===== config.mk =====
export PLATFORM = sky130hd
export DESIGN_NAME = pcie_cfg_top
export DESIGN_NICKNAME = d
export VERILOG_FILES = /design/src/design/pcie_cfg_pkg.sv /design/src/design/cfg_rw_regs.sv /design/src/design/cfg_ro_status.sv /design/src/design/cfg_status_clear.sv /design/src/design/cfg_ctrl.sv /design/src/design/pcie_cfg_top.sv
export SDC_FILE = /design/constraint.sdc
export NUM_CORES = 2
export LEC_CHECK = 0
export BUFFER_PORTS_ARGS = -buffer_cell sky130_fd_sc_hd__buf_2
export CAP_MARGIN = 30
export CORE_MARGIN = 2
export CORE_UTILIZATION = 30
export DETAILED_ROUTE_END_ITERATION = 7
export PLACE_DENSITY = 0.43
export SLEW_MARGIN = 20
export SYNTH_ARGS = -nofsm -noshare
export SYNTH_HDL_FRONTEND = slang
export SYNTH_SLANG_ARGS = --single-unit

===== constraint.sdc =====
create_clock -name clk_pcie -period 4 [get_ports clk_pcie]
set_input_delay 0.8 -clock clk_pcie [delete_from_list [all_inputs] [get_ports clk_pcie]]
set_output_delay 0.8 -clock clk_pcie [all_outputs]
set_load 0.02 [all_outputs]

===== src/design/pcie_cfg_pkg.sv =====
// Shared widths, register map offsets, default values and the management FSM states

package pcie_cfg_pkg;

    // ------------------------------
    // Data types
    // ------------------------------
    typedef logic [63:0] cmd_word_t;    // Command word from the host side
    typedef logic [31:0] rsp_word_t;    // Address in upper half, data in lower half
    typedef logic [15:0] word16_t;
    typedef logic [15:0] byte_addr_t;   // Bit 15 selects the read-write map
    typedef logic [31:0] dword_t;
    typedef logic [9:0]  dwaddr_t;      // Config space dword address
    typedef logic [3:0]  byte_en_t;

    typedef enum logic [1:0] {IDLE, READ, WRITE} mgmt_state_t;

    // Command word fields
    localparam int CMD_BIT_RD      = 12;
    localparam int CMD_BIT_WR      = 13;
    localparam int ADDR_BIT_RW_MAP = 15;

    // Map sizes and identification
    localparam int      RW_MAP_BITS = 256;
    localparam int      RO_MAP_BITS = 192;
    localparam word16_t RW_MAGIC    = 16'h6745;
    localparam word16_t RO_MAGIC    = 16'h2301;

    localparam dword_t      CLEAR_INTERVAL_DEFAULT = 32'd62500;   // 1 ms of clk_pcie
    localparam logic [63:0] DSN_DEFAULT            = 64'h0000000101000A35;
    localparam byte_en_t    BYTE_EN_DEFAULT        = 4'hf;

    // ------------------------------
    // Read-write map bit positions
    // ------------------------------
    localparam int RW_POS_MAGIC           = 0;
    localparam int RW_POS_CFG_RD_EN       = 16;
    localparam int RW_POS_CFG_WR_EN       = 17;
    localparam int RW_POS_WAIT_COMPLETE   = 18;
    localparam int RW_POS_STATUS_CLEAR_EN = 19;
    localparam int RW_POS_BYTE_COUNT      = 32;
    localparam int RW_POS_DSN             = 64;
    localparam int RW_POS_MGMT_DI         = 128;
    localparam int RW_POS_MGMT_DWADDR     = 160;
    localparam int RW_POS_WR_READONLY     = 170;
    localparam int RW_POS_WR_RW1C         = 171;
    localparam int RW_POS_MGMT_BYTE_EN    = 172;
    localparam int RW_POS_CLEAR_INTERVAL  = 192;

    // Read-only map bit positions
    localparam int RO_POS_MAGIC       = 0;
    localparam int RO_POS_SPECIAL     = 16;
    localparam int RO_POS_BYTE_COUNT  = 32;
    localparam int RO_POS_FUNC_ID     = 64;
    localparam int RO_POS_LINK_STATUS = 80;
    localparam int RO_POS_MGMT_DO     = 96;
    localparam int RO_POS_READBACK    = 128;
    localparam int RO_POS_RB_DATA     = 160;

    // Status register error flag clear, written by the auto-clear timer
    localparam dword_t   CLEAR_DI      = 32'hff000000;
    localparam dwaddr_t  CLEAR_DWADDR  = 10'd1;
    localparam byte_en_t CLEAR_BYTE_EN = 4'b1000;

endpackage


===== src/design/cfg_rw_regs.sv =====
// Read-write control register map with masked writes, start-bit clearing and clear load

`timescale 1ns/1ps

module cfg_rw_regs
    import pcie_cfg_pkg::*;
#(
    parameter dword_t CLEAR_INTERVAL = CLEAR_INTERVAL_DEFAULT
)
(
    input  logic                   clk_pcie,
    input  logic                   rst,
    input  logic                   i_wr_strobe,
    input  byte_addr_t             i_wr_addr,
    input  word16_t                i_wr_mask,
    input  word16_t                i_wr_value,
    input  logic                   i_clear_rd_start,
    input  logic                   i_clear_wr_start,
    input  logic                   i_clear_load,
    output logic [RW_MAP_BITS-1:0] o_rw_map,
    output logic                   o_start_rd,
    output logic                   o_start_wr,
    output logic                   o_wait_complete,
    output logic                   o_clear_en,
    output dword_t                 o_clear_interval,
    output logic [63:0]            o_dsn,
    output dword_t                 o_mgmt_di,
    output dwaddr_t                o_mgmt_dwaddr,
    output logic                   o_mgmt_wr_readonly,
    output logic                   o_mgmt_wr_rw1c,
    output byte_en_t               o_mgmt_byte_en
);

    logic [17:0] wr_bit;    // Bit offset of the addressed 16-bit word

    assign wr_bit = {i_wr_addr[14:0], 3'b000};

    // ------------------------------
    // Map storage
    // ------------------------------
    always_ff @(posedge clk_pcie)
    begin
        if (rst)
        begin
            o_rw_map                                <= '0;
            o_rw_map[RW_POS_MAGIC +: 16]            <= RW_MAGIC;
            o_rw_map[RW_POS_BYTE_COUNT +: 32]       <= 32'(RW_MAP_BITS / 8);
            o_rw_map[RW_POS_DSN +: 64]              <= DSN_DEFAULT;
            o_rw_map[RW_POS_MGMT_BYTE_EN +: 4]      <= BYTE_EN_DEFAULT;
            o_rw_map[RW_POS_CLEAR_INTERVAL +: 32]   <= CLEAR_INTERVAL;
        end
        else
        begin
            if (i_wr_strobe)
            begin
                for (int i = 0; i < 16; i++)
                begin
                    // Bits past the end of the map are dropped
                    if (i_wr_mask[i] && (int'(wr_bit) + i < RW_MAP_BITS))
                        o_rw_map[int'(wr_bit) + i] <= i_wr_value[i];
                end
            end

            // Sequencer and timer win over a command write
            if (i_clear_rd_start)
                o_rw_map[RW_POS_CFG_RD_EN] <= 1'b0;
            if (i_clear_wr_start)
                o_rw_map[RW_POS_CFG_WR_EN] <= 1'b0;

            if (i_clear_load)
            begin
                o_rw_map[RW_POS_CFG_WR_EN]          <= 1'b1;    // Launch the clear write
                o_rw_map[RW_POS_MGMT_DI +: 32]      <= CLEAR_DI;
                o_rw_map[RW_POS_MGMT_DWADDR +: 10]  <= CLEAR_DWADDR;
                o_rw_map[RW_POS_WR_READONLY]        <= 1'b0;
                o_rw_map[RW_POS_WR_RW1C]            <= 1'b0;
                o_rw_map[RW_POS_MGMT_BYTE_EN +: 4]  <= CLEAR_BYTE_EN;
            end
        end
    end

    // ------------------------------
    // Field decode
    // ------------------------------
    assign o_start_rd         = o_rw_map[RW_POS_CFG_RD_EN];
    assign o_start_wr         = o_rw_map[RW_POS_CFG_WR_EN];
    assign o_wait_complete    = o_rw_map[RW_POS_WAIT_COMPLETE];
    assign o_clear_en         = o_rw_map[RW_POS_STATUS_CLEAR_EN];
    assign o_clear_interval   = o_rw_map[RW_POS_CLEAR_INTERVAL +: 32];
    assign o_dsn              = o_rw_map[RW_POS_DSN +: 64];
    assign o_mgmt_di          = o_rw_map[RW_POS_MGMT_DI +: 32];
    assign o_mgmt_dwaddr      = o_rw_map[RW_POS_MGMT_DWADDR +: 10];
    assign o_mgmt_wr_readonly = o_rw_map[RW_POS_WR_READONLY];
    assign o_mgmt_wr_rw1c     = o_rw_map[RW_POS_WR_RW1C];
    assign o_mgmt_byte_en     = o_rw_map[RW_POS_MGMT_BYTE_EN +: 4];

endmodule


===== src/design/cfg_ro_status.sv =====
// Read-only status map, config readback capture and read data selection for both maps

`timescale 1ns/1ps

module cfg_ro_status
    import pcie_cfg_pkg::*;
(
    input  logic                   clk_pcie,
    input  logic                   rst,
    input  logic [RW_MAP_BITS-1:0] i_rw_map,
    input  byte_addr_t             i_read_addr,
    input  word16_t                i_func_id,
    input  word16_t                i_link_status,
    input  logic                   i_mgmt_rd_en,
    input  logic                   i_mgmt_wr_en,
    input  dword_t                 i_mgmt_do,
    input  logic                   i_capture,
    input  dwaddr_t                i_mgmt_dwaddr,
    input  byte_en_t               i_mgmt_byte_en,
    output word16_t                o_read_data
);

    logic [RO_MAP_BITS-1:0]    ro_map;
    logic                      rb_valid;
    dwaddr_t                   rb_dwaddr;
    byte_en_t                  rb_byte_en;
    dword_t                    rb_data;
    logic [17:0]               rd_bit;
    logic [RW_MAP_BITS+15:0]   rw_ext;      // Zero padded so a word may straddle the end
    logic [RO_MAP_BITS+15:0]   ro_ext;

    // Readback of the last completed access
    always_ff @(posedge clk_pcie)
    begin
        if (rst)
            rb_valid <= 1'b0;
        else if (i_capture)
            rb_valid <= 1'b1;
        else if (i_mgmt_rd_en || i_mgmt_wr_en)
            rb_valid <= 1'b0;   // New access in flight
    end

    always_ff @(posedge clk_pcie)
    begin
        if (i_capture)
        begin
            rb_dwaddr  <= i_mgmt_dwaddr;
            rb_byte_en <= i_mgmt_byte_en;
            rb_data    <= i_mgmt_do;
        end
    end

    // ------------------------------
    // Map assembly
    // ------------------------------
    assign ro_map[RO_POS_MAGIC +: 16]       = RO_MAGIC;
    assign ro_map[RO_POS_SPECIAL +: 16]     = {14'd0, i_mgmt_wr_en, i_mgmt_rd_en};
    assign ro_map[RO_POS_BYTE_COUNT +: 32]  = 32'(RO_MAP_BITS / 8);
    assign ro_map[RO_POS_FUNC_ID +: 16]     = i_func_id;
    assign ro_map[RO_POS_LINK_STATUS +: 16] = i_link_status;
    assign ro_map[RO_POS_MGMT_DO +: 32]     = i_mgmt_do;
    assign ro_map[RO_POS_READBACK +: 32]    = {16'd0, rb_byte_en, rb_valid, 1'b0, rb_dwaddr};
    assign ro_map[RO_POS_RB_DATA +: 32]     = rb_data;

    // Word select
    assign rd_bit = {i_read_addr[14:0], 3'b000};
    assign rw_ext = {16'd0, i_rw_map};
    assign ro_ext = {16'd0, ro_map};

    always_comb
    begin
        o_read_data = '0;   // Beyond the end of either map
        if (i_read_addr[ADDR_BIT_RW_MAP])
        begin
            if (int'(rd_bit) < RW_MAP_BITS)
                o_read_data = rw_ext[rd_bit[7:0] +: 16];
        end
        else if (int'(rd_bit) < RO_MAP_BITS)
            o_read_data = ro_ext[rd_bit[7:0] +: 16];
    end

endmodule


===== src/design/cfg_status_clear.sv =====
// Auto-clear interval counter requesting the status register clear write

`timescale 1ns/1ps

module cfg_status_clear
    import pcie_cfg_pkg::*;
(
    input  logic   clk_pcie,
    input  logic   rst,
    input  logic   i_enable,
    input  logic   i_idle,
    input  dword_t i_interval,
    output logic   o_load
);

    dword_t count;  // Idle cycles since the last clear
    logic   step;

    assign step = i_enable & i_idle;

    // A lowered interval must not leave the counter stranded above it
    assign o_load = step & (count >= i_interval);

    always_ff @(posedge clk_pcie)
    begin
        if (rst)
            count <= '0;
        else if (o_load)
            count <= '0;
        else if (step)
            count <= count + 32'd1;
    end

endmodule


===== src/design/cfg_ctrl.sv =====
// Command decode, read responses, back-pressure and config management sequencer

`timescale 1ns/1ps

module cfg_ctrl
    import pcie_cfg_pkg::*;
(
    input  logic       clk_pcie,
    input  logic       rst,
    input  logic       i_cmd_valid,
    input  cmd_word_t  i_cmd_data,
    input  logic       i_rsp_full,
    input  word16_t    i_read_data,
    input  logic       i_start_rd,
    input  logic       i_start_wr,
    input  logic       i_wait_complete,
    input  logic       i_mgmt_done,
    output logic       o_cmd_ready,
    output logic       o_rsp_valid,
    output rsp_word_t  o_rsp_data,
    output byte_addr_t o_read_addr,
    output logic       o_wr_strobe,
    output byte_addr_t o_wr_addr,
    output word16_t    o_wr_mask,
    output word16_t    o_wr_value,
    output logic       o_clear_rd_start,
    output logic       o_clear_wr_start,
    output logic       o_mgmt_rd_en,
    output logic       o_mgmt_wr_en,
    output logic       o_capture,
    output logic       o_idle
);

    mgmt_state_t state;
    mgmt_state_t state_nxt;
    logic        cmd_accept;
    logic        rd_accept;
    byte_addr_t  cmd_addr;
    logic        mgmt_pending;

    // ------------------------------
    // Command decode
    // ------------------------------
    assign cmd_addr     = i_cmd_data[31:16];
    assign mgmt_pending = i_start_rd | i_start_wr | (state != IDLE);
    assign o_cmd_ready  = ~i_rsp_full & ~(i_wait_complete & mgmt_pending);
    assign cmd_accept   = i_cmd_valid & o_cmd_ready;
    assign rd_accept    = cmd_accept & i_cmd_data[CMD_BIT_RD];

    assign o_read_addr = cmd_addr;
    assign o_wr_addr   = cmd_addr;
    assign o_wr_strobe = cmd_accept & i_cmd_data[CMD_BIT_WR] & cmd_addr[ADDR_BIT_RW_MAP];
    assign o_wr_mask   = {i_cmd_data[39:32], i_cmd_data[47:40]};   // Undo byte swap
    assign o_wr_value  = {i_cmd_data[55:48], i_cmd_data[63:56]};

    // Response one cycle after the read
    always_ff @(posedge clk_pcie)
    begin
        if (rst)
            o_rsp_valid <= 1'b0;
        else
            o_rsp_valid <= rd_accept;
    end

    always_ff @(posedge clk_pcie)
    begin
        if (rd_accept)
            o_rsp_data <= {cmd_addr, i_read_data[7:0], i_read_data[15:8]};
    end

    // ------------------------------
    // Management sequencer
    // ------------------------------
    always_comb
    begin
        state_nxt = state;
        case (state)
            IDLE:
            begin
                if (i_start_rd)     // Read goes first when both are set
                    state_nxt = READ;
                else if (i_start_wr)
                    state_nxt = WRITE;
            end
            READ, WRITE:
            begin
                if (i_mgmt_done)
                    state_nxt = IDLE;
            end
            default: state_nxt = IDLE;
        endcase
    end

    always_ff @(posedge clk_pcie)
    begin
        if (rst)
            state <= IDLE;
        else
            state <= state_nxt;
    end

    assign o_clear_rd_start = (state == IDLE) & i_start_rd;
    assign o_clear_wr_start = (state == IDLE) & ~i_start_rd & i_start_wr;

    // Enables drop in the done cycle itself
    assign o_mgmt_rd_en = (state == READ) & ~i_mgmt_done;
    assign o_mgmt_wr_en = (state == WRITE) & ~i_mgmt_done;
    assign o_capture    = (state != IDLE) & i_mgmt_done;

    assign o_idle = ~cmd_accept & ~mgmt_pending;   // Gates the auto-clear counter

endmodule


===== src/design/pcie_cfg_top.sv =====
// Configuration register block top level with control, maps and auto-clear timer

`timescale 1ns/1ps

module pcie_cfg_top
    import pcie_cfg_pkg::*;
#(
    parameter dword_t CLEAR_INTERVAL = CLEAR_INTERVAL_DEFAULT
)
(
    input  logic        clk_pcie,
    input  logic        rst,
    input  logic        i_cmd_valid,
    input  cmd_word_t   i_cmd_data,
    input  logic        i_rsp_full,
    input  logic        i_mgmt_done,
    input  dword_t      i_mgmt_do,
    input  word16_t     i_func_id,
    input  word16_t     i_link_status,
    output logic        o_cmd_ready,
    output logic        o_rsp_valid,
    output rsp_word_t   o_rsp_data,
    output logic        o_mgmt_rd_en,
    output logic        o_mgmt_wr_en,
    output dword_t      o_mgmt_di,
    output dwaddr_t     o_mgmt_dwaddr,
    output byte_en_t    o_mgmt_byte_en,
    output logic        o_mgmt_wr_readonly,
    output logic        o_mgmt_wr_rw1c,
    output logic [63:0] o_dsn
);

    // ------------------------------
    // Internal connections
    // ------------------------------
    logic [RW_MAP_BITS-1:0] rw_map;
    byte_addr_t             read_addr;
    word16_t                read_data;
    logic                   wr_strobe;
    byte_addr_t             wr_addr;
    word16_t                wr_mask;
    word16_t                wr_value;
    logic                   clear_rd_start;
    logic                   clear_wr_start;
    logic                   clear_load;
    logic                   start_rd;
    logic                   start_wr;
    logic                   wait_complete;
    logic                   clear_en;
    dword_t                 clear_interval;
    logic                   capture;
    logic                   idle;

    cfg_ctrl cfg_ctrl_i (
        .clk_pcie         (clk_pcie),
        .rst              (rst),
        .i_cmd_valid      (i_cmd_valid),
        .i_cmd_data       (i_cmd_data),
        .i_rsp_full       (i_rsp_full),
        .i_read_data      (read_data),
        .i_start_rd       (start_rd),
        .i_start_wr       (start_wr),
        .i_wait_complete  (wait_complete),
        .i_mgmt_done      (i_mgmt_done),
        .o_cmd_ready      (o_cmd_ready),
        .o_rsp_valid      (o_rsp_valid),
        .o_rsp_data       (o_rsp_data),
        .o_read_addr      (read_addr),
        .o_wr_strobe      (wr_strobe),
        .o_wr_addr        (wr_addr),
        .o_wr_mask        (wr_mask),
        .o_wr_value       (wr_value),
        .o_clear_rd_start (clear_rd_start),
        .o_clear_wr_start (clear_wr_start),
        .o_mgmt_rd_en     (o_mgmt_rd_en),
        .o_mgmt_wr_en     (o_mgmt_wr_en),
        .o_capture        (capture),
        .o_idle           (idle)
    );

    cfg_rw_regs #(
        .CLEAR_INTERVAL (CLEAR_INTERVAL)
    ) cfg_rw_regs_i (
        .clk_pcie           (clk_pcie),
        .rst                (rst),
        .i_wr_strobe        (wr_strobe),
        .i_wr_addr          (wr_addr),
        .i_wr_mask          (wr_mask),
        .i_wr_value         (wr_value),
        .i_clear_rd_start   (clear_rd_start),
        .i_clear_wr_start   (clear_wr_start),
        .i_clear_load       (clear_load),
        .o_rw_map           (rw_map),
        .o_start_rd         (start_rd),
        .o_start_wr         (start_wr),
        .o_wait_complete    (wait_complete),
        .o_clear_en         (clear_en),
        .o_clear_interval   (clear_interval),
        .o_dsn              (o_dsn),
        .o_mgmt_di          (o_mgmt_di),
        .o_mgmt_dwaddr      (o_mgmt_dwaddr),
        .o_mgmt_wr_readonly (o_mgmt_wr_readonly),
        .o_mgmt_wr_rw1c     (o_mgmt_wr_rw1c),
        .o_mgmt_byte_en     (o_mgmt_byte_en)
    );

    cfg_ro_status cfg_ro_status_i (
        .clk_pcie       (clk_pcie),
        .rst            (rst),
        .i_rw_map       (rw_map),
        .i_read_addr    (read_addr),
        .i_func_id      (i_func_id),
        .i_link_status  (i_link_status),
        .i_mgmt_rd_en   (o_mgmt_rd_en),
        .i_mgmt_wr_en   (o_mgmt_wr_en),
        .i_mgmt_do      (i_mgmt_do),
        .i_capture      (capture),
        .i_mgmt_dwaddr  (o_mgmt_dwaddr),   // Captured with the result
        .i_mgmt_byte_en (o_mgmt_byte_en),
        .o_read_data    (read_data)
    );

    cfg_status_clear cfg_status_clear_i (
        .clk_pcie   (clk_pcie),
        .rst        (rst),
        .i_enable   (clear_en),
        .i_idle     (idle),
        .i_interval (clear_interval),
        .o_load     (clear_load)
    );

endmodule


## Yosys cells after proc, flatten, opt, wreduce, memory -nomap -nowiden

Cells that the tools add are included.

- Register bits: 370
- Output and inout bits: 148
- Word-level logic and storage cells: 257

- Add/sub/neg operators: 16
- Order comparisons: 50
- Equality and inequality tests: 4
- Shift operators: 2
- Mux-type cells: 107
- Bitwise logic cells: 23
- Reductions and logical operators: 42

Operators with widths:

| kind | count |
|---|---|
| two-way mux 256 bit | 46 |
| bitwise mux 256 bit | 16 |
| less-than comparator 32 x 10 -> 1 bit, second input constant | 30 |
| >= comparator 32 x 1 -> 1 bit, second input constant | 15 |
| indexed part select 272 x 9 -> 16 bit | 1 |
| indexed part select 208 x 9 -> 16 bit | 1 |
| two-way mux 175 bit | 1 |
| adder 18 x 4 -> 19 bit, second input constant | 8 |
| demux 1 bit (select 8 bit) | 15 |
| adder 18 x 3 -> 19 bit, second input constant | 4 |
| two-way mux 16 bit | 3 |
| two-way mux 47 bit | 1 |
| adder 18 x 2 -> 19 bit, second input constant | 2 |
| less-than comparator 18 x 9 -> 1 bit, second input constant | 2 |
| adder 32 x 1 -> 32 bit, second input constant | 1 |
| >= comparator 32 bit | 1 |
| logical AND 1 bit | 32 |
| two-way mux 1 bit | 20 |
| adder 18 x 1 -> 19 bit, second input constant | 1 |
| >= comparator 18 x 1 -> 1 bit, second input constant | 1 |
| less-than comparator 18 x 8 -> 1 bit, second input constant | 1 |
| bitwise AND 1 bit | 15 |
| two-way mux 2 bit | 3 |
| inverter 1 bit | 6 |
| 13 further kinds | 18 |

## Depth between registers and ports, before layout

- Depth after elaboration: 71
- Mapped depth: 11
- Depth with buffers taken out: 8

## Modules after synthesis

Synthesis repeated with hierarchy kept, for this count alone.

- Cell total of the unflattened synthesis: 3391
- Area, all modules: 29141.7 sq um

Modules (own cells, without submodules):

| module | instances | cells an instance | area an instance (sq um) | sequential area each (sq um) |
|---|---|---|---|---|
| cfg_rw_regs | 1 | 2311 | 17226.5 | 5124.9 |
| cfg_ro_status | 1 | 671 | 7739.9 | 1401.3 |
| cfg_status_clear | 1 | 282 | 2478.6 | 640.6 |
| cfg_ctrl | 1 | 127 | 1696.6 | 1021.0 |

## Worst setup path before layout

No wires, ideal clock.

- Path type: in2reg
- From: in i_mgmt_done
- To: reg cfg_ro_status_i.rb_byte_en[0] (enable)
- Arrival: 2.876 ns
- Data required time: 3.544 ns
- Path slack: 0.667 ns
- Cell stages on the path: 1
- Path buffers: 0
- Cells stage by stage: nor2b_1

- Cells in the longest elaborated chain, start to end: 1

Ends and longest elaborated chain:

| what | RTL line | source |
|---|---|---|
| from (decl) | pcie_cfg_top.sv:16 | `input logic i_mgmt_done,` |
| bitwise AND 1 bit | cfg_ctrl.sv:108 | `assign o_capture = (state != IDLE) & i_mgmt_done;` |
| to (signal assigned) | cfg_ro_status.sv:48 | `rb_byte_en <= i_mgmt_byte_en;` |
| to (decl) | cfg_ro_status.sv:26 | `byte_en_t rb_byte_en;` |

No other way between the ends.
A chain may end at the register's enable or synchronous reset.

## Worst setup path after layout

- From: in i_cmd_data[28]
- To: reg cfg_rw_regs_i.o_rw_map[22]

- Cells in the longest elaborated chain, start to end: 63

Ends and longest elaborated chain:

| what | RTL line | source |
|---|---|---|
| from (decl) | pcie_cfg_top.sv:14 | `input cmd_word_t i_cmd_data,` |
| adder 18 x 1 -> 19 bit or less-than comparator 18 x 9 -> 1 bit (tied branches) | cfg_rw_regs.sv:59, cfg_rw_regs.sv:60 |  |
| >= comparator 32 x 1 -> 1 bit (not written as such), or another cell as far along | cfg_rw_regs.sv:60 | `o_rw_map[int'(wr_bit) + i] <= i_wr_value[i];` |
| logical AND 1 bit (not written as such) or two-way mux 256 bit (tied branches) | cfg_rw_regs.sv:60, cfg_rw_regs.sv:59 |  |
| two-way mux 1 bit (not written as such) or two-way mux 256 bit (tied branches) | cfg_rw_regs.sv:60, cfg_rw_regs.sv:54 |  |
| demux 1 bit (select 8 bit) or two-way mux 256 bit (tied branches) | - |  |
| bitwise mux 256 bit | cfg_rw_regs.sv:60 |  |
| two-way mux 256 bit | cfg_rw_regs.sv:59 | `if (i_wr_mask[i] && (int'(wr_bit) + i < RW_MAP_BITS))` |
| two-way mux 256 bit | cfg_rw_regs.sv:54 | `if (i_wr_strobe)` |
| [... 47 more ...] | - |  |
| two-way mux 256 bit | cfg_rw_regs.sv:54 |  |
| two-way mux 256 bit | cfg_rw_regs.sv:43 | `if (rst)` |
| bitwise mux 256 bit | cfg_rw_regs.sv:60 |  |
| two-way mux 256 bit | cfg_rw_regs.sv:59 |  |
| two-way mux 256 bit | cfg_rw_regs.sv:54 |  |
| two-way mux 256 bit | cfg_rw_regs.sv:43 |  |
| bitwise mux 256 bit | cfg_rw_regs.sv:60 |  |
| two-way mux 256 bit * | cfg_rw_regs.sv:59 |  |
| to (signal, indexed assignment) | cfg_rw_regs.sv:47 | `o_rw_map[RW_POS_BYTE_COUNT +: 32] <= 32'(RW_MAP_BITS / 8);` |
| to (signal, indexed assignment) | cfg_rw_regs.sv:60 |  |
| to (decl) | cfg_rw_regs.sv:20 | `output logic [RW_MAP_BITS-1:0] o_rw_map,` |

Every way passes the cells marked *; elsewhere a longest branch is shown, timed or not. The select of a mux whose other input is x is not followed.

==> reports/qor.csv <==
metric,value,unit
status,completed,
ant_nets,0,
ys_ff_latch,370,
vias,29500,
synthesis.area,0.0279,mm²
track_usage,31.0,%
fmax,302,MHz
cpMaxStageDelayCell,nor4_2,
path_cells,buf_2 > nor4_2 > o211ai_2 > nor2_2 > buf_12 > nand3_1 > or3_1 > a32o_1,
critPathKind,in -> reg,
cp.arrival,3.83,ns
tns,0,ns
cellPowerDensity,299,mW/mm²
netlist_instances,3332,
drv_slew,0,
rsz0062_at_grt,no,
critPathLaunch,i_cmd_data[28],
dieArea,0.0954,mm²
crit_required,4.52,ns
rows,111,
antenna_found_initial,17,
hpwl,109000,µm
synth_warnings,0,
ctsHoldBuffers,0,
coreArea,0.0918,mm²
grt_pass1_vias,27300,
grt_pass1_wl,214000,µm
period_share,82.6,%
slew_headroom,31.7,%
worstSkewPairLatency,0.63,ns
hold_viol,0,
drv_cap,0,
cp_slowest_stage_delay,0.62,ns
routed_wl,152000,µm
cts.sinks,370,
drt_iter0_drc,3913,
drive_above_1_share,22.6,%
grt_overflow_total,0,
min_path_type,in -> reg,
globalplace.congestion,0.958,
crit_path_end_kind,flip-flop,
clk_pin_slew,0.06,ns
min-delay-start,i_mgmt_do[27],
yosysSeqAreaShare,29.4,%
via_per_inst,6.29,
synthFlopType,dfxtp_1,
nets,3576,
ir_drop,0.320,mV
crit_path_max_fanout,37,
place_ws,0.229,ns
die_height,309,µm
instances_no_fill,4691,
dp.cells,4599,
synthDistinctLibCells,76,
detail_route.wl_per_cell,32.5,µm
numCtsBuffers,49,
io_buffer_count,266,
ys_async_sr_fraction,0,%
synth_fp_nets,3501,
cts_tree,done,
cts_root_buffer,clkbuf_16,
avgSynthCellArea,8.37,µm²
pin_count,281,
skew,0.0327,ns
drc,0,
synth-edff-count,78,
htreeDepth,2,
grt_max_degree,157,
fin_crit,3.31,ns
worst_setup_path_start_kind,input pin,
p_leak,11.7,nW
dr.pass1.iters,8,
tightest_slew,1.02,ns
cts_resized,0,
r2r_start,cfg_ctrl_i.state[0],
setup-violations-final,0,
worst_slack,0.694,ns
syn_to_final_growth,15.3,%
die_width,309,µm
ctsLongestPathBuffers,3,
cts_setup_buffers,0,
start_util,30.4,%
-- sequential cells by signal (all words and copies together) (netlist names) --
signal	count
cfg_rw_regs_i.o_rw_map	256
cfg_ctrl_i.o_rsp_data	32
cfg_ro_status_i.rb_data	32
cfg_status_clear_i.count	32
cfg_ro_status_i.rb_dwaddr	10
cfg_ro_status_i.rb_byte_en	4
cfg_ctrl_i.state	2
cfg_ctrl_i.o_rsp_valid	1
cfg_ro_status_i.rb_valid	1
-- where the power goes --
group,switching [mW],internal (mW)
clock network,1.96,2.62
registers,0.0216,3.83
logic,0.801,0.372
total,2.78,6.82
-- synthesized netlist by cell type, types with 14 or more instances --
| cell | instances | area (µm²) |
|---|---|---|
| nand3_1 | 352 | 1760 |
| dfxtp_1 | 292 | 5850 |
| a21oi_1 | 268 | 1340 |
| nor2_1 | 262 | 983 |
| o21ai_0 | 261 | 1310 |
| clkbuf_1 | 258 | 968 |
| nand2_1 | 231 | 867 |
| mux4_2 | 150 | 3380 |
| mux2i_1 | 127 | 1270 |
| o31ai_1 | 120 | 901 |
| buf_4 | 115 | 863 |
| edfxtp_1 | 78 | 2340 |
| buf_2 | 60 | 300 |
| inv_1 | 55 | 206 |
| nor3_1 | 52 | 260 |
| nand4_1 | 38 | 238 |
| a211oi_1 | 36 | 270 |
| ha_1 | 36 | 450 |
| mux2_2 | 36 | 405 |
| or3_1 | 33 | 206 |
| a22o_1 | 30 | 263 |
| nor2b_1 | 30 | 188 |
| a32o_1 | 29 | 290 |
| o22ai_1 | 28 | 175 |
| nor4_1 | 25 | 156 |
| a221o_1 | 24 | 240 |
| nand2b_1 | 24 | 150 |
| o211ai_1 | 23 | 173 |
| buf_1 | 21 | 78.8 |
| and3_1 | 20 | 125 |
| xor2_1 | 18 | 158 |
| and4_1 | 14 | 123 |
-- cell usage in the layout (no fill, tap or decap), types with 14 or more instances in the layout --
| cell type | instances |
|---|---|
| mux4_2 | 150 |
| o22ai_1 | 28 |
| inv_1 | 54 |
| clkbuf_16 | 50 |
| nand2b_1 | 24 |
| a32o_1 | 29 |
| buf_2 | 263 |
| a21oi_1 | 268 |
| ha_1 | 36 |
| nor3_1 | 52 |
| buf_12 | 22 |
| mux2i_1 | 127 |
| nor2b_1 | 27 |
| and3_1 | 20 |
| o21ai_0 | 261 |
| xor2_1 | 18 |
| nand2_1 | 230 |
| a221o_1 | 24 |
| edfxtp_1 | 78 |
| o31ai_1 | 120 |
| a22o_1 | 30 |
| nand3_1 | 352 |
| o211ai_1 | 23 |
| dfxtp_1 | 292 |
| buf_4 | 191 |
| and4_1 | 14 |
| nor2_1 | 259 |
| nor4_1 | 19 |
| mux2_2 | 36 |
| a211oi_1 | 35 |
| nand4_1 | 38 |
| or3_1 | 33 |
-- through the flow --
stage / area, µm² / hold WS, ns / utilization (%) / total power [mW]
6_report: 32100 / 0.354 / 35.0 / 9.60
4_1_cts: 32100 / 0.344 / 35.0 / 9.61
3_5_place_dp: 30600 / 0.458 / 33.3 / 5.08
2_1_floorplan: 27900 / 0.437 / - / 4.55
3_3_place_gp: 30500 / 0.453 / 33.3 / 5.08
5_1_grt: 32100 / 0.354 / 35.0 / 9.80
-- kinds of logic (layout without fill, tap and decap cells) --
| group | count (synthesis) | in the layout | synth area share (%) |
|---|---|---|---|
| buffers and inverters | 510 | 623 | 8.71 |
| DFF | 370 | 370 | 29.4 |
| and+or+nand+nor | 1133 | 1133 | 19.7 |
| xor gates and xnor gates | 30 | 30 | 0.943 |
| AOI/OAI and AO/OA | 939 | 939 | 21.5 |
| other | 0 | 3 | 0 |
| muxes | 314 | 314 | 18.2 |
| adders and majority gates | 36 | 36 | 1.62 |
-- critical path: cells and delay by family --
kind / cells / cell delay (ns)
AND/OR/NAND/NOR: 4 / 1.95
buffers and inverters: 2 / 0.36
AO/OA/AOI/OAI: 2 / 0.71
-- worst paths after layout --
path / endpoint / slack [ns] / cells past startpoint
setup / recovery: cfg_rw_regs_i.o_rw_map[22] / 0.69 / 8
hold reg to reg: cfg_rw_regs_i.o_rw_map[238] / 0.47 / 2
hold / removal: cfg_ro_status_i.rb_data[27] / 0.35 / 1
setup reg to reg: cfg_rw_regs_i.o_rw_map[101] / 0.82 / 9
-- layout make-up --
cell class                 count  area [µm²]
multi-input combinational   2452       17400
clock buffer                  69        1400
tap                         1243        1560
fill                        9529       59700
inverter                      55         209
sequential                   370        8190
antenna                        3        7.51
timing repair buffer         479        3230
clock inverter                20         181
-- per-layer routing --
metal,share of wire (%),up-vias,global-route usage (%)
met5,0.050,-,0
met4,7.4,14,19.4
met3,9.2,441,5.89
met2,44,1849,48.0
met1,39,14600,39.8
li1,-,12600,-
Note: power is estimated with default switching activity, not from simulation.
